File: src/hdl/bmd_pkg.sv
//////////////////////////////////////////////////////////////////////
// Shared widths, register map and stream payload types for the
// latency endpoint. Referenced by scoped name from every module.
//////////////////////////////////////////////////////////////////////
`default_nettype none

package bmd_pkg;

  //////////////////////////////////////////////////////////////////////
  // Widths
  //////////////////////////////////////////////////////////////////////
  localparam int TAG_W = 4;    // 16 outstanding tags
  localparam int TS_W  = 32;   // Timestamp and latency
  localparam int LEN_W = 10;   // Packet length in DW
  localparam int CNT_W = 16;   // Packet and completion counts
  localparam int WB_AW = 3;    // Word address
  localparam int WB_DW = 32;   // Bus data

  //////////////////////////////////////////////////////////////////////
  // Register map
  //////////////////////////////////////////////////////////////////////
  localparam logic [WB_AW-1:0] REG_CTRL      = 3'd0; // W bit0 start, R bit1 busy, bit2 done
  localparam logic [WB_AW-1:0] REG_PKT_LEN   = 3'd1;
  localparam logic [WB_AW-1:0] REG_PKT_NUM   = 3'd2;
  localparam logic [WB_AW-1:0] REG_TX_COUNT  = 3'd3; // Read only from here on
  localparam logic [WB_AW-1:0] REG_CPL_COUNT = 3'd4;
  localparam logic [WB_AW-1:0] REG_LAT_MIN   = 3'd5;
  localparam logic [WB_AW-1:0] REG_LAT_MAX   = 3'd6;
  localparam logic [WB_AW-1:0] REG_LAT_SUM   = 3'd7;

  //////////////////////////////////////////////////////////////////////
  // Stream payloads
  //////////////////////////////////////////////////////////////////////
  typedef struct packed {
    logic [TAG_W-1:0] tag;     // Slot in timestamp memory
    logic [LEN_W-1:0] len;     // Requested DW
  } bmd_req_t;

  typedef struct packed {
    logic [TAG_W-1:0] tag;     // Echo of request tag
    logic [LEN_W-1:0] len;     // Returned DW
  } bmd_cpl_t;

  typedef struct packed {
    logic            vld;      // One sample this cycle
    logic [TS_W-1:0] lat;      // Round trip in clocks
  } bmd_lat_t;

endpackage

`default_nettype wire

File: src/hdl/bmd_ep.sv
//////////////////////////////////////////////////////////////////////
// Latency endpoint top. Wishbone control, request and completion
// streams, wired to the engines, memory and statistics.
//////////////////////////////////////////////////////////////////////
`timescale 1ns/1ns
`default_nettype none

module bmd_ep #(
  parameter int TS_DEPTH = 2 ** bmd_pkg::TAG_W
) (
  input  logic                        clk,
  input  logic                        rst_n,
  input  logic                        wb_cyc_i,
  input  logic                        wb_stb_i,
  input  logic                        wb_we_i,
  input  logic [bmd_pkg::WB_AW-1:0]   wb_adr_i,
  input  logic [bmd_pkg::WB_DW-1:0]   wb_dat_i,
  output logic [bmd_pkg::WB_DW-1:0]   wb_dat_o,
  output logic                        wb_ack_o,
  output bmd_pkg::bmd_req_t           req_o,
  output logic                        req_valid_o,
  input  logic                        req_ready_i,
  input  bmd_pkg::bmd_cpl_t           cpl_i,
  input  logic                        cpl_valid_i,
  output logic                        cpl_ready_o
);

  logic                      init, run, cpl_done;
  logic [bmd_pkg::LEN_W-1:0] pkt_len;
  logic [bmd_pkg::CNT_W-1:0] pkt_num, tx_count, cpl_count;
  logic                      ts_we;
  logic [bmd_pkg::TAG_W-1:0] ts_wtag, ts_rtag;
  logic [bmd_pkg::TS_W-1:0]  ts_wdata, ts_rdata, now;
  logic [bmd_pkg::TS_W-1:0]  lat_min, lat_max, lat_sum;
  bmd_pkg::bmd_lat_t         sample;

  bmd_wb_regs u_regs (
    .clk, .rst_n, .wb_cyc_i, .wb_stb_i, .wb_we_i, .wb_adr_i, .wb_dat_i,
    .wb_dat_o, .wb_ack_o,
    .tx_count_i(tx_count), .cpl_count_i(cpl_count),
    .lat_min_i(lat_min), .lat_max_i(lat_max), .lat_sum_i(lat_sum),
    .init_o(init), .run_o(run), .pkt_len_o(pkt_len), .pkt_num_o(pkt_num)
  );

  bmd_tx_engine #(.TS_DEPTH(TS_DEPTH)) u_tx (
    .clk, .rst_n, .init_i(init), .run_i(run), .pkt_len_i(pkt_len),
    .pkt_num_i(pkt_num), .cpl_done_i(cpl_done),
    .req_o, .req_valid_o, .req_ready_i,
    .ts_we_o(ts_we), .ts_wtag_o(ts_wtag), .ts_wdata_o(ts_wdata),
    .now_o(now), .tx_count_o(tx_count)
  );

  bmd_timestamp_ram #(.TS_DEPTH(TS_DEPTH)) u_ts_ram (
    .clk, .we_i(ts_we), .wtag_i(ts_wtag), .wdata_i(ts_wdata),
    .rtag_i(ts_rtag), .rdata_o(ts_rdata)
  );

  bmd_rx_engine u_rx (
    .clk, .rst_n, .init_i(init), .cpl_i, .cpl_valid_i, .cpl_ready_o,
    .now_i(now), .ts_rtag_o(ts_rtag), .ts_rdata_i(ts_rdata),
    .sample_o(sample), .cpl_done_o(cpl_done)
  );

  bmd_latency_stats u_stats (
    .clk, .rst_n, .init_i(init), .sample_i(sample),
    .lat_min_o(lat_min), .lat_max_o(lat_max), .lat_sum_o(lat_sum),
    .cpl_count_o(cpl_count)
  );

endmodule

`default_nettype wire

File: src/hdl/bmd_latency_stats.sv
//////////////////////////////////////////////////////////////////////
// Latency statistics. Running min, max, wrapping sum and sample
// count, cleared at the start of every run.
//////////////////////////////////////////////////////////////////////
`timescale 1ns/1ns
`default_nettype none

module bmd_latency_stats (
  input  logic                        clk,
  input  logic                        rst_n,
  input  logic                        init_i,
  input  bmd_pkg::bmd_lat_t           sample_i,
  output logic [bmd_pkg::TS_W-1:0]    lat_min_o,
  output logic [bmd_pkg::TS_W-1:0]    lat_max_o,
  output logic [bmd_pkg::TS_W-1:0]    lat_sum_o,
  output logic [bmd_pkg::CNT_W-1:0]   cpl_count_o
);

  always_ff @(posedge clk or negedge rst_n) begin
    if (!rst_n) begin
      lat_min_o   <= '1;                  // Any sample beats it
      lat_max_o   <= '0;
      lat_sum_o   <= '0;
      cpl_count_o <= '0;
    end else if (init_i) begin
      lat_min_o   <= '1;
      lat_max_o   <= '0;
      lat_sum_o   <= '0;
      cpl_count_o <= '0;
    end else if (sample_i.vld) begin
      if (sample_i.lat < lat_min_o) lat_min_o <= sample_i.lat;
      if (sample_i.lat > lat_max_o) lat_max_o <= sample_i.lat;
      lat_sum_o   <= lat_sum_o + sample_i.lat;   // Wraps at 32 bits
      cpl_count_o <= cpl_count_o + 1'b1;
    end
  end

endmodule

`default_nettype wire

File: src/hdl/bmd_rx_engine.sv
//////////////////////////////////////////////////////////////////////
// Completion receive engine. Stage 1 captures tag and arrival time,
// stage 2 subtracts the stored send time and frees the slot.
//////////////////////////////////////////////////////////////////////
`timescale 1ns/1ns
`default_nettype none

module bmd_rx_engine (
  input  logic                        clk,
  input  logic                        rst_n,
  input  logic                        init_i,
  input  bmd_pkg::bmd_cpl_t           cpl_i,
  input  logic                        cpl_valid_i,
  output logic                        cpl_ready_o,
  input  logic [bmd_pkg::TS_W-1:0]    now_i,
  output logic [bmd_pkg::TAG_W-1:0]   ts_rtag_o,
  input  logic [bmd_pkg::TS_W-1:0]    ts_rdata_i,
  output bmd_pkg::bmd_lat_t           sample_o,
  output logic                        cpl_done_o
);

  logic                      fire;        // Completion transfer
  logic                      s1_vld;
  logic [bmd_pkg::TAG_W-1:0] s1_tag;
  logic [bmd_pkg::TS_W-1:0]  s1_arr;      // Arrival time
  logic                      s2_vld;
  logic [bmd_pkg::TS_W-1:0]  s2_arr;

  assign cpl_ready_o = ~init_i;           // Only init holds off the link
  assign fire        = cpl_valid_i & cpl_ready_o;
  assign ts_rtag_o   = s1_tag;            // Memory read during stage 1

  always_ff @(posedge clk or negedge rst_n) begin
    if (!rst_n) begin
      s1_vld <= 1'b0;
      s2_vld <= 1'b0;
    end else if (init_i) begin
      s1_vld <= 1'b0;
      s2_vld <= 1'b0;
    end else begin
      s1_vld <= fire;
      s2_vld <= s1_vld;
    end
  end

  always_ff @(posedge clk) begin
    if (fire) begin
      s1_tag <= cpl_i.tag;
      s1_arr <= now_i;                    // Time at the transfer edge
    end
    s2_arr <= s1_arr;                     // Lines up with read data
  end

  // Stage 2 output
  assign sample_o.vld = s2_vld;
  assign sample_o.lat = s2_arr - ts_rdata_i;
  assign cpl_done_o   = s2_vld;           // Slot back to tx engine

endmodule

`default_nettype wire

File: src/hdl/bmd_timestamp_ram.sv
//////////////////////////////////////////////////////////////////////
// Send-time memory, one word per tag. Write port from the tx engine,
// registered read port for the rx engine.
//////////////////////////////////////////////////////////////////////
`timescale 1ns/1ns
`default_nettype none

module bmd_timestamp_ram #(
  parameter int TS_DEPTH = 16
) (
  input  logic                        clk,
  input  logic                        we_i,
  input  logic [bmd_pkg::TAG_W-1:0]   wtag_i,
  input  logic [bmd_pkg::TS_W-1:0]    wdata_i,
  input  logic [bmd_pkg::TAG_W-1:0]   rtag_i,
  output logic [bmd_pkg::TS_W-1:0]    rdata_o
);

  logic [bmd_pkg::TS_W-1:0] mem [TS_DEPTH];     // Block RAM

  always_ff @(posedge clk) begin
    if (we_i) mem[wtag_i] <= wdata_i;
  end

  always_ff @(posedge clk) begin
    rdata_o <= mem[rtag_i];                     // One cycle read
  end

endmodule

`default_nettype wire

File: src/hdl/bmd_tx_engine.sv
//////////////////////////////////////////////////////////////////////
// Request issue engine. Sends tagged requests while slots are free
// and stamps each transfer with the free-running time counter.
//////////////////////////////////////////////////////////////////////
`timescale 1ns/1ns
`default_nettype none

module bmd_tx_engine #(
  parameter int TS_DEPTH = 16
) (
  input  logic                        clk,
  input  logic                        rst_n,
  input  logic                        init_i,
  input  logic                        run_i,
  input  logic [bmd_pkg::LEN_W-1:0]   pkt_len_i,
  input  logic [bmd_pkg::CNT_W-1:0]   pkt_num_i,
  input  logic                        cpl_done_i,
  output bmd_pkg::bmd_req_t           req_o,
  output logic                        req_valid_o,
  input  logic                        req_ready_i,
  output logic                        ts_we_o,
  output logic [bmd_pkg::TAG_W-1:0]   ts_wtag_o,
  output logic [bmd_pkg::TS_W-1:0]    ts_wdata_o,
  output logic [bmd_pkg::TS_W-1:0]    now_o,
  output logic [bmd_pkg::CNT_W-1:0]   tx_count_o
);

  localparam int OUT_W = $clog2(TS_DEPTH + 1);

  logic [bmd_pkg::TAG_W-1:0] tag;           // Sent count mod TS_DEPTH
  logic [OUT_W-1:0]          outstanding;
  logic                      fire;          // Request transfer

  assign req_valid_o = run_i & (tx_count_o < pkt_num_i)
                     & (outstanding < OUT_W'(TS_DEPTH));
  assign req_o.tag   = tag;
  assign req_o.len   = pkt_len_i;
  assign fire        = req_valid_o & req_ready_i;

  // Stamp goes straight to memory on the transfer edge
  assign ts_we_o    = fire;
  assign ts_wtag_o  = tag;
  assign ts_wdata_o = now_o;

  always_ff @(posedge clk or negedge rst_n) begin
    if (!rst_n) now_o <= '0;
    else        now_o <= now_o + 1'b1;      // Never stalls
  end

  always_ff @(posedge clk or negedge rst_n) begin
    if (!rst_n) begin
      tag         <= '0;
      outstanding <= '0;
      tx_count_o  <= '0;
    end else if (init_i) begin
      tag         <= '0;
      outstanding <= '0;
      tx_count_o  <= '0;
    end else begin
      if (fire) begin
        tx_count_o <= tx_count_o + 1'b1;
        if (tag == bmd_pkg::TAG_W'(TS_DEPTH - 1)) tag <= '0;   // Wrap at depth
        else                                      tag <= tag + 1'b1;
      end
      case ({fire, cpl_done_i})
        2'b10:   outstanding <= outstanding + 1'b1;
        2'b01:   outstanding <= outstanding - 1'b1;
        default: outstanding <= outstanding;        // Both or neither
      endcase
    end
  end

endmodule

`default_nettype wire

File: src/hdl/bmd_wb_regs.sv
//////////////////////////////////////////////////////////////////////
// Wishbone classic register slave. Holds the run settings, turns a
// start write into init then run, and flags done at the last completion.
//////////////////////////////////////////////////////////////////////
`timescale 1ns/1ns
`default_nettype none

module bmd_wb_regs (
  input  logic                        clk,
  input  logic                        rst_n,
  input  logic                        wb_cyc_i,
  input  logic                        wb_stb_i,
  input  logic                        wb_we_i,
  input  logic [bmd_pkg::WB_AW-1:0]   wb_adr_i,
  input  logic [bmd_pkg::WB_DW-1:0]   wb_dat_i,
  output logic [bmd_pkg::WB_DW-1:0]   wb_dat_o,
  output logic                        wb_ack_o,
  input  logic [bmd_pkg::CNT_W-1:0]   tx_count_i,
  input  logic [bmd_pkg::CNT_W-1:0]   cpl_count_i,
  input  logic [bmd_pkg::TS_W-1:0]    lat_min_i,
  input  logic [bmd_pkg::TS_W-1:0]    lat_max_i,
  input  logic [bmd_pkg::TS_W-1:0]    lat_sum_i,
  output logic                        init_o,
  output logic                        run_o,
  output logic [bmd_pkg::LEN_W-1:0]   pkt_len_o,
  output logic [bmd_pkg::CNT_W-1:0]   pkt_num_o
);

  logic                      acc;       // First cycle of an access
  logic                      start_wr;  // Start bit written to CTRL
  logic                      busy;
  logic                      done;
  logic                      last_cpl;  // All completions counted
  logic [bmd_pkg::WB_DW-1:0] rd_word;

  assign acc      = wb_cyc_i & wb_stb_i & ~wb_ack_o;
  assign start_wr = acc & wb_we_i & (wb_adr_i == bmd_pkg::REG_CTRL) & wb_dat_i[0];
  assign busy     = run_o | init_o;                 // Init counts as busy
  assign last_cpl = run_o & (cpl_count_i == pkt_num_o);

  //////////////////////////////////////////////////////////////////////
  // Bus access and settings
  //////////////////////////////////////////////////////////////////////
  always_ff @(posedge clk or negedge rst_n) begin
    if (!rst_n) begin
      wb_ack_o  <= 1'b0;
      pkt_len_o <= '0;
      pkt_num_o <= '0;
    end else begin
      wb_ack_o <= acc;                              // Single cycle ack
      if (acc && wb_we_i && wb_adr_i == bmd_pkg::REG_PKT_LEN)
        pkt_len_o <= wb_dat_i[bmd_pkg::LEN_W-1:0];
      if (acc && wb_we_i && wb_adr_i == bmd_pkg::REG_PKT_NUM)
        pkt_num_o <= wb_dat_i[bmd_pkg::CNT_W-1:0];
    end
  end

  always_comb begin
    rd_word = '0;
    case (wb_adr_i)
      bmd_pkg::REG_CTRL:      rd_word[2:1] = {done, busy};
      bmd_pkg::REG_PKT_LEN:   rd_word[bmd_pkg::LEN_W-1:0] = pkt_len_o;
      bmd_pkg::REG_PKT_NUM:   rd_word[bmd_pkg::CNT_W-1:0] = pkt_num_o;
      bmd_pkg::REG_TX_COUNT:  rd_word[bmd_pkg::CNT_W-1:0] = tx_count_i;
      bmd_pkg::REG_CPL_COUNT: rd_word[bmd_pkg::CNT_W-1:0] = cpl_count_i;
      bmd_pkg::REG_LAT_MIN:   rd_word = lat_min_i;
      bmd_pkg::REG_LAT_MAX:   rd_word = lat_max_i;
      default:                rd_word = lat_sum_i;  // REG_LAT_SUM
    endcase
  end

  always_ff @(posedge clk) begin
    if (acc) wb_dat_o <= rd_word;                   // Held while ack high
  end

  //////////////////////////////////////////////////////////////////////
  // Run sequencing
  //////////////////////////////////////////////////////////////////////
  always_ff @(posedge clk or negedge rst_n) begin
    if (!rst_n) begin
      init_o <= 1'b0;
      run_o  <= 1'b0;
      done   <= 1'b0;
    end else begin
      init_o <= start_wr & ~busy;                   // Start while busy dropped
      if (init_o) begin
        run_o <= 1'b1;                              // Run follows init
        done  <= 1'b0;
      end else if (last_cpl) begin
        run_o <= 1'b0;
        done  <= 1'b1;
      end
    end
  end

endmodule

`default_nettype wire

File: config.mk
export PLATFORM = sky130hd
export DESIGN_NAME = bmd_ep
export DESIGN_NICKNAME = d
export VERILOG_FILES = /design/src/hdl/bmd_pkg.sv /design/src/hdl/bmd_ep.sv /design/src/hdl/bmd_latency_stats.sv /design/src/hdl/bmd_rx_engine.sv /design/src/hdl/bmd_timestamp_ram.sv /design/src/hdl/bmd_tx_engine.sv /design/src/hdl/bmd_wb_regs.sv
export SDC_FILE = /design/constraint.sdc
export NUM_CORES = 1
export LEC_CHECK = 0
export BUFFER_PORTS_ARGS = -buffer_cell sky130_fd_sc_hd__buf_4
export CAP_MARGIN = 40
export CELL_PAD_IN_SITES_DETAIL_PLACEMENT = 0
export CELL_PAD_IN_SITES_GLOBAL_PLACEMENT = 2
export CORE_MARGIN = 3
export CORE_UTILIZATION = 46
export CTS_CLUSTER_DIAMETER = 60
export DETAILED_ROUTE_END_ITERATION = 12
export GPL_TIMING_DRIVEN = 0
export HOLD_SLACK_MARGIN = 0.15
export PLACE_DENSITY = 0.83
export SLEW_MARGIN = 20
export SYNTH_ARGS = -nofsm -noshare
export SYNTH_HDL_FRONTEND = slang
export SYNTH_SLANG_ARGS = --single-unit
File: constraint.sdc
create_clock -name clk -period 6.1 [get_ports clk]
set_input_delay 0.305 -clock clk [delete_from_list [all_inputs] [get_ports clk]]
set_output_delay 0.305 -clock clk [all_outputs]
set_load 0.05 [all_outputs]
Word-level counts from Yosys, hierarchy flattened
Memories as Yosys holds them, arrays and structs flattened. A register that Yosys moved wholly into a read port is not among the register bits.
Cells that the tools add are included.

cells by class
  $add $sub $neg = 8
  $mul = 0
  divide/modulo/power cells = 0
  order comparisons = 4
  equal/unequal tests = 10
  shift operators = 0
  mux-type cells = 30
  bitwise operators = 15
  reduce and logical (&&, ||, !) cells = 14

operators by type and width
  operator               count
  $mux 32                8
  $mux 16                4
  $pmux 7 s7             1
  $pmux 16 s3            1
  $pmux 6 s6             1
  $add 16x1->16 const B  2
  $add 32x1->32 const B  1
  $add 32x32->32         1
  $gt 32x32->1           1
  $lt 32x32->1           1
  $sub 32x32->32         1
  $eq 16x16->1           1
  $lt 16x16->1           1
  $pmux 2 s7             1
  $mux 4                 3
  $and 1x1->1            11
  $pmux 5 s2             1
  $reduce_bool 2->1      5
  $eq 3x3->1 const B     3
  $mux 1                 8
  $pmux 1 s7             1
  $eq 3x2->1 const B     2
  $add 5x1->5 const B    1
  $lt 5x5->1 const B     1
  15 further kinds       20

word-level totals
  register bits after elaboration = 301
  bits in latches = 0
  RAM bits = 512
  bits in read-only memories = 0
  bits of input ports = 56
  output and inout bits = 49
  word-level logic and storage cells = 102
  memories kept = 1

memories
  name          words  bits a word  rd ports  clocked after memory_dff  wr ports  line                     text
  u_ts_ram.mem  16     32           1         1                         1         bmd_timestamp_ram.sv:19  logic [bmd_pkg::TS_W-1:0] mem [TS_DEPTH];

Logic depth before layout (Yosys ltp)
Gate-level depths: netlist of run 1.

  depth in word-level cells = 7
  gate-level depth with buffers = 24
  depth with buffers taken out = 23

Hierarchy
Synthesis of run 1 repeated with hierarchy kept, for this count alone.

second synthesis, totals
  cells, all modules = 2796
  area total of the unflattened synthesis = 39173.8 um^2

modules (own cells, without submodules)
  module             times used  cells an instance  area each (um^2)  seq. area each (um^2)
  bmd_timestamp_ram  1           838                19854.0           16015.4
  bmd_latency_stats  1           882                8139.1            2842.7
  bmd_rx_engine      1           406                3990.1            1771.7
  bmd_wb_regs        1           305                3688.5            1711.6
  bmd_tx_engine      1           365                3502.1            1426.4

Least setup slack after synthesis of run 1
No wires, ideal clock.

  path kind = register -> register
  from = register u_regs.pkt_num_o[5] in the netlist's numbering
  to = memory u_ts_ram.mem[7][0] in the netlist's numbering, enable pin
  library setup time = 0.469 ns
  arrival = 4.459 ns
  required time = 5.631 ns
  setup slack = 1.173 ns
  stages on the path, launching flop included = 12
  path buffers = 1
  clock period less this slack = 4.927 ns
  path through = dfrtp_1 inv_1 ha_1 a21o_1 a21o_1 a21oi_1 o211ai_1 a21oi_1 o21a_1 clkbuf_1 nand2_1 nor3b_1

between the ends
  word-level cells in the longest chain between the ends = 6

RTL lines
  what                          line                     text
  from (decl)                   bmd_wb_regs.sv:26        output logic [bmd_pkg::CNT_W-1:0] pkt_num_o
  from (signal assigned)        bmd_wb_regs.sv:54        pkt_num_o <= wb_dat_i[bmd_pkg::CNT_W-1:0];
  $lt 16x16->1                  bmd_tx_engine.sv:34      assign req_valid_o = run_i & (tx_count_o < pkt_num_i)
  $and 1x1->1                   bmd_tx_engine.sv:34
  $and 1x1->1                   bmd_tx_engine.sv:35      & (outstanding < OUT_W'(TS_DEPTH));
  $and 1x1->1                   bmd_tx_engine.sv:38      assign fire = req_valid_o & req_ready_i;
  $mux 1                        bmd_timestamp_ram.sv:22  if (we_i) mem[wtag_i] <= wdata_i;
  $mux 1 (not written as such)  bmd_timestamp_ram.sv:22
  to (decl)                     bmd_timestamp_ram.sv:19

No other way between the ends.

Worst setup path in the final report of run 1
  from = register u_ts_ram.rdata_o[0] in the netlist's numbering, read port of u_ts_ram.mem
  to = register u_stats.lat_sum_o[31] in the netlist's numbering

between the ends
  word-level cells in the longest chain between the ends = 4

RTL lines
  what                  line                     text
  from (decl)           bmd_timestamp_ram.sv:16  output logic [bmd_pkg::TS_W-1:0] rdata_o
  $sub 32x32->32        bmd_rx_engine.sv:56      assign sample_o.lat = s2_arr - ts_rdata_i;
  $add 32x32->32        bmd_latency_stats.sv:33  lat_sum_o <= lat_sum_o + sample_i.lat;
  $mux 32               bmd_latency_stats.sv:30  end else if (sample_i.vld) begin
  $mux 32               bmd_latency_stats.sv:25  end else if (init_i) begin
  to (signal assigned)  bmd_latency_stats.sv:33
  to (decl)             bmd_latency_stats.sv:15  output logic [bmd_pkg::TS_W-1:0] lat_sum_o,

No other way between the ends. The select of a mux whose other input is x is not followed.
A chain may end at the register's enable or synchronous reset.

==> results of run 1 <==
==> layer usage <==
| metal | track usage, % | wire [um] | vias to the layer above |
|---|---|---|---|
| met5 | 0 | 0 | - |
| met4 | 6.590 | 2544 | 0 |
| met3 | 3.643 | 4460 | 166 |
| met2 | 39.39 | 48850 | 630 |
| met1 | 30.68 | 41530 | 11460 |
| li1 | - | - | 10150 |
==> cells in the mapped netlist, drive strengths merged, types with 50 or more instances <==
| library cell | n |
|---|---|
| a21o | 50 |
| a21oi | 98 |
| clkbuf | 59 |
| dfrtp | 169 |
| dfxtp | 64 |
| edfxtp | 580 |
| ha | 150 |
| inv | 142 |
| mux2i | 68 |
| mux4 | 168 |
| nand2 | 148 |
| nor2 | 152 |
| o21ai | 89 |
| xnor2 | 64 |
| xor2 | 57 |
==> power groups by stage <==
stage / logic (mW) / clock network, mW / registers (mW)
floorplan: 3.43 / 0 / 7.23
finish: 4.82 / 5.41 / 7.23
CTS: 4.78 / 5.53 / 7.23
detailed placement: 4.72 / 0 / 7.34
global route: 5.37 / 5.76 / 7.28
global placement: 4.58 / 0 / 7.33
==> timing repair <==
action                                 in CTS  in global routing
hold buffers                               26                  0
setup endpoints to repair                   7                 42
endpoints found under the hold margin     210                  0
cloned                                      0                  0
buffers inserted                            0                  2
pin swaps                                   0                  2
resized for setup                           2                  6
==> worst min path at each step <==
| stage | start | endpoint | depth (start not counted) |
|---|---|---|---|
| after floorplan | rst_n | u_regs.done | 0 |
| after global placement | u_rx.s1_arr[10] | u_rx.s2_arr[10] | 0 |
| after detailed placement | rst_n | u_regs.pkt_len_o[7] | 1 |
| after CTS | rst_n | u_regs.pkt_len_o[7] | 3 |
| after global routing | rst_n | u_stats.cpl_count_o[5] | 3 |
| final | rst_n | u_regs.pkt_len_o[7] | 3 |
==> worst max-delay path, stage by stage (launching register included) <==
cell and delay, ns:
sky130_fd_sc_hd__dfxtp_1 0.35, sky130_fd_sc_hd__ha_1 0.18, sky130_fd_sc_hd__inv_1 0.05, sky130_fd_sc_hd__fa_1 0.42, sky130_fd_sc_hd__a211o_1 0.31, sky130_fd_sc_hd__a21oi_2 0.28
sky130_fd_sc_hd__o2111ai_1 0.23, sky130_fd_sc_hd__nand4_1 0.23, sky130_fd_sc_hd__a21boi_0 0.21, sky130_fd_sc_hd__or3_1 0.40, sky130_fd_sc_hd__a21oi_1 0.24, sky130_fd_sc_hd__xnor2_2 0.19
sky130_fd_sc_hd__ha_1 0.40, sky130_fd_sc_hd__and3_1 0.23, sky130_fd_sc_hd__nand4_1 0.21, sky130_fd_sc_hd__a2111oi_4 0.43, sky130_fd_sc_hd__o221ai_2 0.21, sky130_fd_sc_hd__a31oi_4 0.28
sky130_fd_sc_hd__nand3_1 0.11, sky130_fd_sc_hd__mux2i_1 0.16, sky130_fd_sc_hd__a211o_1 0.15, sky130_fd_sc_hd__mux2_4 0.30
==> flip-flops by register name (all words and copies together), names as in the netlist <==
name                 count
u_regs.pkt_len_o        10
u_ts_ram.rdata_o        32
u_stats.cpl_count_o     16
u_regs.pkt_num_o        16
u_rx.cpl_done_o          1
u_rx.s1_vld              1
u_tx.ts_wtag_o           4
u_tx.outstanding         5
u_ts_ram.mem           512
u_regs.run_o             1
u_rx.ts_rtag_o           4
u_stats.lat_min_o       32
u_regs.done              1
u_tx.tx_count_o         16
u_stats.lat_sum_o       32
u_rx.s1_arr             32
u_regs.wb_ack_o          1
u_regs.wb_dat_o         32
u_tx.now_o              32
u_rx.s2_arr             32
u_stats.lat_max_o       32
u_regs.init_o            1
==> metrics by stage <==
stage	cell area, sq um	hold slack (ns)
2_1_floorplan	37600	0.009409
3_3_place_gp	39510	0.3247
3_5_place_dp	40400	0.1907
4_1_cts	43660	0.1953
5_1_grt	43780	0.2150
6_report	43780	0.2259
==> logic make-up after synthesis <==
kind of cell             share of synthesized area, %
adder cells (fa/ha/maj)                         5.151
AO/OA/AOI/OAI                                   7.197
multiplexers                                    12.36
buffers and inverters                           2.502
flip-flops                                      63.20
AND/OR/NAND/NOR                                 6.768
XOR/XNOR                                        2.818
==> layout make-up <==
cell class	instances	area [sq um]	share of cell area, %
Sequential cell	845	23770	54.29
Multi-Input combinational cell	1453	12990	29.67
Clock buffer	115	2426	5.541
Timing Repair Buffer	166	1770	4.044
Tap cell	1060	1326	3.029
Clock inverter	55	556.8	1.272
Inverter	143	536.8	1.226
Buffer	95	406.6	0.9288
==> results.md, run 1 <==
- The total count of hold-check failures in the final report is 0.
- Leaving out fill and tap cells, the most frequent cell in the layout is sky130_fd_sc_hd__edfxtp_1.
- The floorplan step set the die height to 291.9 um.
- No sink is reached through more buffers than the 3 on the longest clock path.
- The repair_antennas step left the layout with diodes totalling 0.
- The share of total power dissipated in combinational logic is 27.6%.
- The initial antenna violation count is 0.
- Yosys mapped a number of flops with a built-in enable equal to 580.
- The last weighted congestion value of the routability-driven placer is 0.8871.
- The category of the most critical setup path is reg -> reg.
- The clock group share of total power is 31.0%.
- The worst path uses 94.30% of the clock period.
- The number of I/O port buffers is 77.
- The half-perimeter wire length of the detailed placement result is 69,850 um.
- The per-cell via count in the routed design is 5.697.
- The worst-case IR drop observed on VDD is 0.3039 mV.
- In this run, the number of DRC markers left after iteration 0 of detailed routing was 1,781.
- The analysis attributes to net switching a power of 5.591 mW.
- The number of vias in the routed layout is 22.40k.
- At the later pin of the worst-skew pair, clock insertion delay measures 0.67 ns.
- In the layout the commonest cells are sky130_fd_sc_hd__edfxtp_1 (580), sky130_fd_sc_hd__dfrtp_1 (169), sky130_fd_sc_hd__mux4_2 (168), sky130_fd_sc_hd__nor2_1 (151), sky130_fd_sc_hd__ha_1 (150).
- In this run, synthesis produced a sequential element count of 845.
- Among all flip-flop cells after synthesis, the most frequent one is sky130_fd_sc_hd__edfxtp_1.
- Setup repair after global routing left no endpoint under its margin.
- For this run, asynchronously set or reset flops after synthesis account for 23.79%.
- The run finished with clean final reports.
- The number of endpoints failing setup at the final stage is 0.
- The worst reg2reg path depth is 21.
- The placeable core region is 80,810 sq um.
- The level count of the clock H-tree is 3.
- The internal portion of the total power is 11.87 mW.
- The count of distinct cell types in the synthesized netlist is 72.
- The type of destination of the critical path is a flip-flop.
- The terminus of the critical flop-to-flop path is u_stats.lat_sum_o[31].
- Dividing the detail-routed wire length by the instance count gives 24.77 um.
- The mean instance size in the synthesized netlist is 14.83 sq um.
- For this run, the share of the core covered by cells in the final layout is 54.18%.
- The total wirelength of the detailed-routed design is 97,380 um.
- Entering global routing, the biggest net connects 89 pins.
- Of all nets on the critical path, the largest fanout is 5.
- For this configuration, the core starts out at a cell density of 46.54%.
- The cell type with the highest aggregate area in the netlist is sky130_fd_sc_hd__edfxtp_1.
- The post-route clock skew is 0.05827 ns.
- By area the synthesized netlist is led by sky130_fd_sc_hd__edfxtp_1 (46%), sky130_fd_sc_hd__dfrtp_1 (11%), sky130_fd_sc_hd__mux4_2 (10%).
- Counting the buffers created by CTS gives 90.
- The total I/O pin count is 105.
- Sequential cells were found to cover 63.20% of the synthesized design area.
- The routed design could run at a clock period as short as 5.752 ns.
- The count of unresolved DRC violations after routing is 0.
- For this design the static power due to leakage is 16.86 nW.
- The fraction of final layout cells sized beyond drive strength 1 is 19.88%.
- For this run the aggregate overflow at the end of global routing stands at 0.
- In this run the register-to-register setup slack is 0.35 ns.
- Measured against its own limit, the worst slew margin works out to 37.92%.
- The mapped cell area is 37,600 sq um.
- The floorplan step defined a die boundary enclosing 85,220 sq um.
- Net switching is 32.02% of the power.
- After clock tree synthesis, the clock-pin slew on the worst setup and hold paths is 0.06 ns.
- Following the worst setup path forward leads to its endpoint at u_stats.lat_sum_o[31].
- The detail route stage leaves a number of antenna-violating nets equal to 0.
- The worst min-delay path class is in -> async.
- The die span in x is 291.9 um.
- The first global-routing pass estimated 147,000 um of wire.
- The count of cells in the finished layout, fillers not included, comes to 3,932.
- The areal power density over the cells is 398.9 nW/um^2.
- TritonCTS built the clock tree.
- Registers are responsible for 41.4% of the overall power.
- The total number of clock tree sinks is 845.
- Counting every net in the synthesized netlist gives 2,745.
- The overall power consumption is 17.46 mW.
- The critical path required time is 6.61 ns.
- For this run, the total global-route usage over all layers was measured as 23.03%.
- The max-slew violation count is 0.
- The final worst-path setup slack is 0.3478 ns.
- The number of inserted filler cells in the final layout is 6,499.
- The nature of the critical path startpoint is a flip-flop.
- For this run, the number of Yosys warnings is 0.
- The number of nets in the final layout is 3,003.
- The growth of design area from synthesis to finish is 16.43%.
- The synthesized design devotes to its leading area cell type 46.32% of total area.
- The length of the first detailed-routing pass in iterations is 5.
- The cell sitting at the root of the clock tree is a sky130_fd_sc_hd__clkbuf_16.
- Synthesis handed over a netlist of 2,536 instances.
- The worst register-to-register path begins at u_ts_ram.rdata_o[0].
- The placement-stage worst setup slack is 0.01464 ns.
- Static timing analysis puts the maximum clock frequency at 173.8 MHz.
- The worst path arrival time is 6.26 ns.
- The number of cells after detailed placement is 3,728.
- Summed over all failing endpoints, the final setup total negative slack is 0 ns.
- The cell row count is 104.
- The timing startpoint of the critical path is u_ts_ram.rdata_o[0].
- The slew of the pin with the lowest slew margin is 0.9246 ns.
- The number of global-route vias before repair is 23.34k.
- The count of max-cap constraint violations is 0.
Power figures use the tool's default switching activity.
==> run 2: changes to the inputs <==
--- a/config.mk
+++ b/config.mk
@@ -15,6 +15,7 @@
 export DETAILED_ROUTE_END_ITERATION = 12
 export GPL_TIMING_DRIVEN = 0
 export HOLD_SLACK_MARGIN = 0.15
+export MAX_ROUTING_LAYER = met4
 export PLACE_DENSITY = 0.83
 export SLEW_MARGIN = 20
 export SYNTH_ARGS = -nofsm -noshare
==> run 2 against run 1 <==
Net effect: first-iteration DRC count up 0.67%; sequential power about the same; count of clock-buffer cells in the layout up 18; critical endpoint unchanged.
==> results.md, run 2 (synthesis gave the netlist of run 1 again) <==
- The flip-flop count of the largest register after layout is 512 (unchanged).
- The placement-stage cell area is 40,360 sq um (was 40,400 sq um).
- The total die area came to 85,220 sq um (unchanged).
- The total wirelength of the detailed-routed design is 96,780 um (was 97,380 um).
- Most frequent cells in the layout: sky130_fd_sc_hd__edfxtp_1 (580), sky130_fd_sc_hd__dfrtp_1 (169), sky130_fd_sc_hd__mux4_2 (168), sky130_fd_sc_hd__nor2_1 (151), sky130_fd_sc_hd__ha_1 (150) (unchanged).
- The post-layout instance area is 43,860 sq um (was 43,780 sq um).
- The relative max-transition margin is 41.31% (was 37.92%).
- The final worst-path setup slack is 0.3262 ns (was 0.3478 ns).
- The clock latency of the later-clocked register in the worst-skew pair is 0.67 ns (about the same).
- The length of the first detailed-routing pass in iterations is 7 (was 5).
- The number of cells after detailed placement was 3,729 (was 3,728).
- The clock period minus final worst setup slack is 5.774 ns (was 5.752 ns).
- The minimum hold slack came to 0.2354 ns (was 0.2259 ns).
- The number of buffers created by CTS is 91 (was 90).
- The initial antenna violation count was 1 (was 0).
- The count of unresolved DRC violations after routing came to 0 (unchanged).
- The number of I/O port buffers is 77 (unchanged).
- The source of the worst register-to-register timing path is u_ts_ram.rdata_o[0] (unchanged).
- The worst min-delay path class is in -> reg (was in -> async).
- The number of endpoints failing setup at the final stage is 0 (unchanged).
- The die span in x is 291.9 um (unchanged).
- The worst path arrival time is 6.29 ns (was 6.26 ns).
- The register name with the most flops is u_ts_ram.mem (unchanged).
- The growth of design area from synthesis to finish is 16.62% (was 16.43%).
- The share of the cycle needed by the critical path after routing is 94.65% (was 94.30%).
- The number of vias in the routed layout is 22.28k (was 22.40k).
- The count of placed standard cells in the final layout, fillers left out is 3,933 (was 3,932).
- The leakage component of the power is 16.88 nW (was 16.86 nW).
- The pin count of the biggest net entering global routing is 89 (unchanged).
- The timing startpoint of the critical path was u_ts_ram.rdata_o[0] (unchanged).
- The global-route wire length before repair is 146,300 um (was 147,000 um).
- Result of the run: finished clean (unchanged).
- The placeable core region came to 80,810 sq um (unchanged).
- The type of destination of the critical path is a flip-flop (unchanged).
- The level count of the clock H-tree is 3 (unchanged).
- The initial cell density of the core was 46.54% (unchanged).
- The per-cell via count in the routed design is 5.664 (was 5.697).
- The height of the die is 291.9 um (unchanged).
- The maximum resistive drop on vdd was 0.2768 mV (was 0.3039 mV).
- The share of total power in sequential cells is 40.9% (was 41.4%).
- The areal power density over the cells was 403.0 nW/um^2 (was 398.9 nW/um^2).
- The clock group share of total power is 32.0% (was 31.0%).
- The placement-stage worst setup slack is -0.004738 ns (was 0.01464 ns).
- The slew of the pin with the lowest slew margin was 0.8741 ns (was 0.9246 ns).
- The share of total power in combinational logic is 27.0% (was 27.6%).
- The fraction of final layout cells sized beyond drive strength 1 was 19.78% (was 19.88%).
- The slack of the worst reg-to-reg path is 0.33 ns (was 0.35 ns).
- The total number of clock tree sinks is 845 (unchanged).
- The clock edge transition at the registers on the reported setup and hold paths is 0.06 ns (about the same).
- The critical path required time is 6.62 ns (was 6.61 ns).
- The clock tree from TritonCTS is yes (unchanged).
- The overall power consumption is 17.68 mW (was 17.46 mW).
- The proportion of total power due to net switching is 31.47% (was 32.02%).
- The last weighted congestion value of the routability-driven placer is 0.9234 (was 0.8871).
- The mean routed wirelength per cell is 24.61 um (was 24.77 um).
- The worst hold path passes through 2 cells.
- The utilization after layout is 54.27% (was 54.18%).
- The beginning of the worst hold path is wb_adr_i[2].
- The nature of the critical path startpoint is a flip-flop (unchanged).
- The end point of the most critical hold path is u_regs.wb_dat_o[31].
- The count of max-cap constraint violations is 0 (unchanged).
- The internal power summed over all cells is 12.11 mW (was 11.87 mW).
- The sum of negative setup slack is 0 ns (unchanged).
- The cell row count is 104 (unchanged).
- The post-detailed-route count of antenna-violating nets was 0 (unchanged).
- The number of global-route vias before repair came to 23.03k (was 23.34k).
- The post-route clock skew is 0.05328 ns (was 0.05827 ns).
- The half-perimeter wire length of the detailed placement result is 69,420 um (was 69,850 um).
- The total count of hold-check failures in the final report is 0 (unchanged).
- The sum of overflow across all layers after global routing is 0 (unchanged).
- The terminus of the critical flop-to-flop path was u_stats.lat_sum_o[31] (unchanged).
- The total track usage is 23.62% (was 23.03%).
- The fmax is 173.2 MHz (was 173.8 MHz).
- The number of nets in the final layout is 3,002 (was 3,003).
- The number of violations reported at the end of detailed-routing iteration 0 is 1,793 (was 1,781).
- The number of buffers between clock root and the deepest sink is 3 (unchanged).
- The highest net fanout along the worst path is 5 (unchanged).
- RSZ-0062 raised after global routing: true (was false).
- The commonest non-fill, non-tap cell in the layout was sky130_fd_sc_hd__edfxtp_1 (unchanged).
- The root buffer cell was sky130_fd_sc_hd__clkbuf_16 (unchanged).
- The worst reg2reg path depth was 20 (was 21).
- The max-slew violation count is 0 (unchanged).
- The power dissipated by switching net loads is 5.563 mW (was 5.591 mW).
- The category of the most critical setup path is reg -> reg (unchanged).
- The total I/O pin count is 105 (unchanged).
==> run 2: layout make-up <==
cell class | instances | area, sq um
Inverter | 143 | 536.8
Tap cell | 1060 | 1326
Clock buffer | 133 | 2555
Multi-Input combinational cell | 1453 | 12990
Antenna cell | 1 | 2.502
Timing Repair Buffer | 164 | 1684
Buffer | 95 | 406.6
Fill cell | 6534 | 36950
Sequential cell | 845 | 23770
Clock inverter | 39 | 586.8
==> run 2: power by group through the flow <==
stage | sequential, mW | combinational [mW] | clock [mW]
CTS | 7.23 | 4.76 | 5.78
finish | 7.23 | 4.78 | 5.67
global placement | 7.33 | 4.58 | 0
detailed placement | 7.34 | 4.71 | 0
global route | 7.29 | 5.34 | 6.02
floorplan | 7.23 | 3.43 | 0
==> run 2: timing repair <==
item,CTS,global route
endpoints found under the hold margin,221,0
gates resized for setup,2,4
endpoints found under the setup margin,9,59
hold buffers,27,0
buffers inserted,0,0
==> run 2: how the worst max path moves through the flow <==
stage	end	slack, ns	depth (start not counted)
6_report	u_stats.lat_sum_o[31]	0.33	20
5_1_grt	u_stats.lat_sum_o[31]	-0.08	21
4_1_cts	u_stats.lat_sum_o[31]	0.07	20
3_5_place_dp	u_stats.lat_max_o[28]	-0.005	21
3_3_place_gp	u_ts_ram.mem[7][26]	-2.33	11
2_1_floorplan	u_ts_ram.mem[7][0]	1.17	11
==> run 2: metal layers <==
metal	part of all wire, %	GRT usage (%)
met2	50	39.30
met1	43	30.94
met3	4.5	3.286
met5	0	-
met4	2.6	5.938
==> run 2: critical path, stage by stage, from the launching register on <==
cell and delay, ns:
sky130_fd_sc_hd__dfxtp_1 0.35, sky130_fd_sc_hd__ha_1 0.18, sky130_fd_sc_hd__inv_1 0.07, sky130_fd_sc_hd__fa_1 0.42, sky130_fd_sc_hd__a211o_1 0.31, sky130_fd_sc_hd__a21oi_2 0.25
sky130_fd_sc_hd__o2111ai_1 0.23, sky130_fd_sc_hd__nand4_1 0.24, sky130_fd_sc_hd__a21boi_0 0.22, sky130_fd_sc_hd__or3_1 0.39, sky130_fd_sc_hd__a21oi_1 0.18, sky130_fd_sc_hd__xnor2_1 0.23
sky130_fd_sc_hd__ha_1 0.44, sky130_fd_sc_hd__and3_1 0.23, sky130_fd_sc_hd__nand4_1 0.25, sky130_fd_sc_hd__a2111oi_4 0.33, sky130_fd_sc_hd__o221ai_1 0.28, sky130_fd_sc_hd__a31oi_4 0.29
sky130_fd_sc_hd__nor4_1 0.09, sky130_fd_sc_hd__a211o_1 0.33, sky130_fd_sc_hd__mux2_4 0.30
==> run 3: changes to the inputs <==
--- a/config.mk
+++ b/config.mk
@@ -9,7 +9,7 @@
 export CAP_MARGIN = 40
 export CELL_PAD_IN_SITES_DETAIL_PLACEMENT = 0
 export CELL_PAD_IN_SITES_GLOBAL_PLACEMENT = 2
-export CORE_MARGIN = 3
+export CORE_MARGIN = 10
 export CORE_UTILIZATION = 46
 export CTS_CLUSTER_DIAMETER = 60
 export DETAILED_ROUTE_END_ITERATION = 12
==> run 3 against run 2 <==
Net effect: power increased by 0.23%; die area increased by 9.8%; combinational power about the same; cell area increased by 0.19%; critical endpoint unchanged.
==> results.md, run 3 (synthesis gave the netlist of run 1 again) <==
- Result of the run: finished clean (unchanged).
- The height of the die is 305.9 um (was 291.9 um).
- The overall power consumption is 17.72 mW (was 17.68 mW).
- The total number of clock tree sinks came to 845 (unchanged).
- The clock latency of the later-clocked register in the worst-skew pair is 0.67 ns (about the same).
- The number of buffers between clock root and the deepest sink was 3 (unchanged).
- The total track usage is 21.39% (was 23.62%).
- The clock period minus final worst setup slack is 5.688 ns (was 5.774 ns).
- The total count of hold-check failures in the final report was 0 (unchanged).
- The total die area is 93,590 sq um (was 85,220 sq um).
- The placement-stage worst setup slack is -0.1123 ns (was -0.004738 ns).
- The kind of cell adding the most delay to the critical path was compound AO/OA/AOI/OAI gates (unchanged).
- The number of diodes added for antenna fixing is 0 (was 1).
- The global-route wire length before repair is 147,600 um (was 146,300 um).
- The number of buffers created by CTS is 91 (unchanged).
- The post-route clock skew is 0.04423 ns (was 0.05328 ns).
- The number of vias in the routed layout is 22.36k (was 22.28k).
- The post-layout instance area is 43,940 sq um (was 43,860 sq um).
- The worst min-delay path class is in -> async (was in -> reg).
- The number of endpoints failing setup at the final stage is 0 (unchanged).
- The relative max-transition margin is 37.49% (was 41.31%).
- The total wirelength of the detailed-routed design is 97,120 um (was 96,780 um).
- The fmax is 175.8 MHz (was 173.2 MHz).
- The die span in x is 305.9 um (was 291.9 um).
- The type of destination of the critical path was a flip-flop (unchanged).
- The number of global-route vias before repair came to 23.38k (was 23.03k).
- The critical path required time is 6.61 ns (was 6.62 ns).
- The placeable core region is 80,810 sq um (unchanged).
- Most frequent cells in the layout: sky130_fd_sc_hd__edfxtp_1 (580), sky130_fd_sc_hd__dfrtp_1 (169), sky130_fd_sc_hd__mux4_2 (168), sky130_fd_sc_hd__nor2_1 (151), sky130_fd_sc_hd__ha_1 (150) (unchanged).
- The share of the cycle needed by the critical path after routing came to 93.24% (was 94.65%).
- The fraction of final layout cells sized beyond drive strength 1 is 20.24% (was 19.78%).
- The length of the first detailed-routing pass in iterations is 5 (was 7).
- The total I/O pin count is 105 (unchanged).
- The category of the most critical setup path is reg -> reg (unchanged).
- The register name with the most flops was u_ts_ram.mem (unchanged).
- The half-perimeter wire length of the detailed placement result is 70,270 um (was 69,420 um).
- The sum of overflow across all layers after global routing is 0 (unchanged).
- The number of violations reported at the end of detailed-routing iteration 0 is 1,750 (was 1,793).
- The longest individual stage delay on the worst path came to 0.43 ns (was 0.44 ns).
- The count of unresolved DRC violations after routing came to 0 (unchanged).
- The max-slew violation count is 0 (unchanged).
- The slew of the pin with the lowest slew margin is 0.9376 ns (was 0.8741 ns).
- The leakage component of the power came to 16.93 nW (was 16.88 nW).
- The highest net fanout along the worst path is 5 (unchanged).
- The clock edge transition at the registers on the reported setup and hold paths is 0.06 ns (about the same).
- The growth of design area from synthesis to finish was 16.84% (was 16.62%).
- The root buffer cell is sky130_fd_sc_hd__clkbuf_16 (unchanged).
- The flip-flop count of the largest register after layout is 512 (unchanged).
- The pin count of the biggest net entering global routing is 88 (was 89).
- The per-cell via count in the routed design is 5.680 (was 5.664).
- The utilization after layout is 54.37% (was 54.27%).
- The post-detailed-route count of antenna-violating nets is 0 (unchanged).
- The areal power density over the cells is 403.2 nW/um^2 (was 403.0 nW/um^2).
- The number of nets in the final layout is 3,006 (was 3,002).
- The initial antenna violation count is 0 (was 1).
- The nature of the critical path startpoint is a flip-flop (unchanged).
- The slowest library cell on the worst path is sky130_fd_sc_hd__a2111oi_4 (was sky130_fd_sc_hd__ha_1).
- List of cells traversed by the critical path: ha_1 > inv_1 > fa_1 > a211o_1 > a21oi_2 > o2111ai_1 > nand4_1 > a21boi_1 > or3_1 > a21oi_1 > xnor2_2 > ha_1 > and3_1 > nand4_1 > a2111oi_4 > o221ai_2 > a31oi_4 > nand3_1 > mux2i_1 > a211o_1 > mux2_4 (was ha_1 > inv_1 > fa_1 > a211o_1 > a21oi_2 > o2111ai_1 > nand4_1 > a21boi_0 > or3_1 > a21oi_1 > xnor2_1 > ha_1 > and3_1 > nand4_1 > a2111oi_4 > o221ai_1 > a31oi_4 > nor4_1 > a211o_1 > mux2_4).
- The last weighted congestion value of the routability-driven placer is 0.9010 (was 0.9234).
- The sum of buffers and inverters on the critical path is 1 (unchanged).
- The final worst-path setup slack was 0.4124 ns (was 0.3262 ns).
- The sum of negative setup slack is 0 ns (unchanged).
- RSZ-0062 raised after global routing: false (was true).
- The commonest non-fill, non-tap cell in the layout is sky130_fd_sc_hd__edfxtp_1 (unchanged).
- The level count of the clock H-tree is 3 (unchanged).
- The placement-stage cell area is 40,400 sq um (was 40,360 sq um).
- The mean routed wirelength per cell was 24.67 um (was 24.61 um).
- The worst path arrival time came to 6.20 ns (was 6.29 ns).
- The number of I/O port buffers is 77 (unchanged).
- The maximum resistive drop on vdd is 0.2758 mV (was 0.2768 mV).
- The cell row count is 104 (unchanged).
- The count of max-cap constraint violations is 0 (unchanged).
- The initial cell density of the core came to 46.54% (unchanged).
- The clock tree from TritonCTS is yes (unchanged).
[run 3: changes by cell type in the layout (fill, tap and decap cells not counted), sizes merged, moves of 2 or more]
cell,delta
clkbuf,-13
inv,+2
dlygate4sd3,-3
buf,+7
clkinvlp,+3
clkinv,+9
[run 3: routing by layer]
metal | track usage (%) | up-vias | part of all wire [%]
met1 | 27.52 | 11390 | 43
li1 | - | 10170 | -
met5 | - | - | 0
met3 | 2.764 | 167 | 4.8
met4 | 6.043 | 0 | 2.7
met2 | 35.47 | 628 | 50
[run 3: worst paths after layout]
path | from | endpoint | slack [ns] | cells past startpoint
worst min-delay path | rst_n | u_stats.cpl_count_o[6] | 0.16 | 2
worst max-delay path | u_ts_ram.rdata_o[0] | u_stats.lat_sum_o[31] | 0.41 | 21
min in group clk | cpl_valid_i | u_rx.s1_arr[4] | 0.21 | 2
worst max register to register | u_ts_ram.rdata_o[0] | u_stats.lat_sum_o[31] | 0.41 | 21
max in group asynchronous | rst_n | u_stats.lat_min_o[26] | 5.05 | 3
worst min register to register | u_rx.s1_arr[2] | u_rx.s2_arr[2] | 0.34 | 0
[run 3: layout make-up]
type | count | area, sq um
clock inverters | 52 | 640.6
plain buffers | 95 | 406.6
well taps | 1060 | 1326
multi-input cells | 1453 | 12990
inverters | 143 | 536.8
flip-flops and latches | 845 | 23770
repair buffers | 168 | 1737
clock buffers | 120 | 2529
fillers | 6480 | 36870
[run 3: what timing repair did]
| item | in CTS | in global routing |
|---|---|---|
| endpoints found under the setup margin | 9 | 60 |
| setup buffers | 0 | 4 |
| resized for setup | 2 | 7 |
| pin swaps | 0 | 4 |
| hold endpoints to repair | 209 | 0 |
| hold buffers | 24 | 0 |
[run 3: per-stage QoR]
step	hold WS [ns]	std cells
after floorplan	0.009409	2536
after global placement	0.3252	3673
after detailed placement	0.2591	3732
after CTS	0.1546	3928
after global routing	0.1788	3936
final	0.1643	3936
[run 3: power breakdown]
group	leakage, nW	switching [mW]	internal [mW]
clock	1.53	2.37	3.31
combinational	7.20	2.75	2.06
sequential	8.20	0.488	6.74
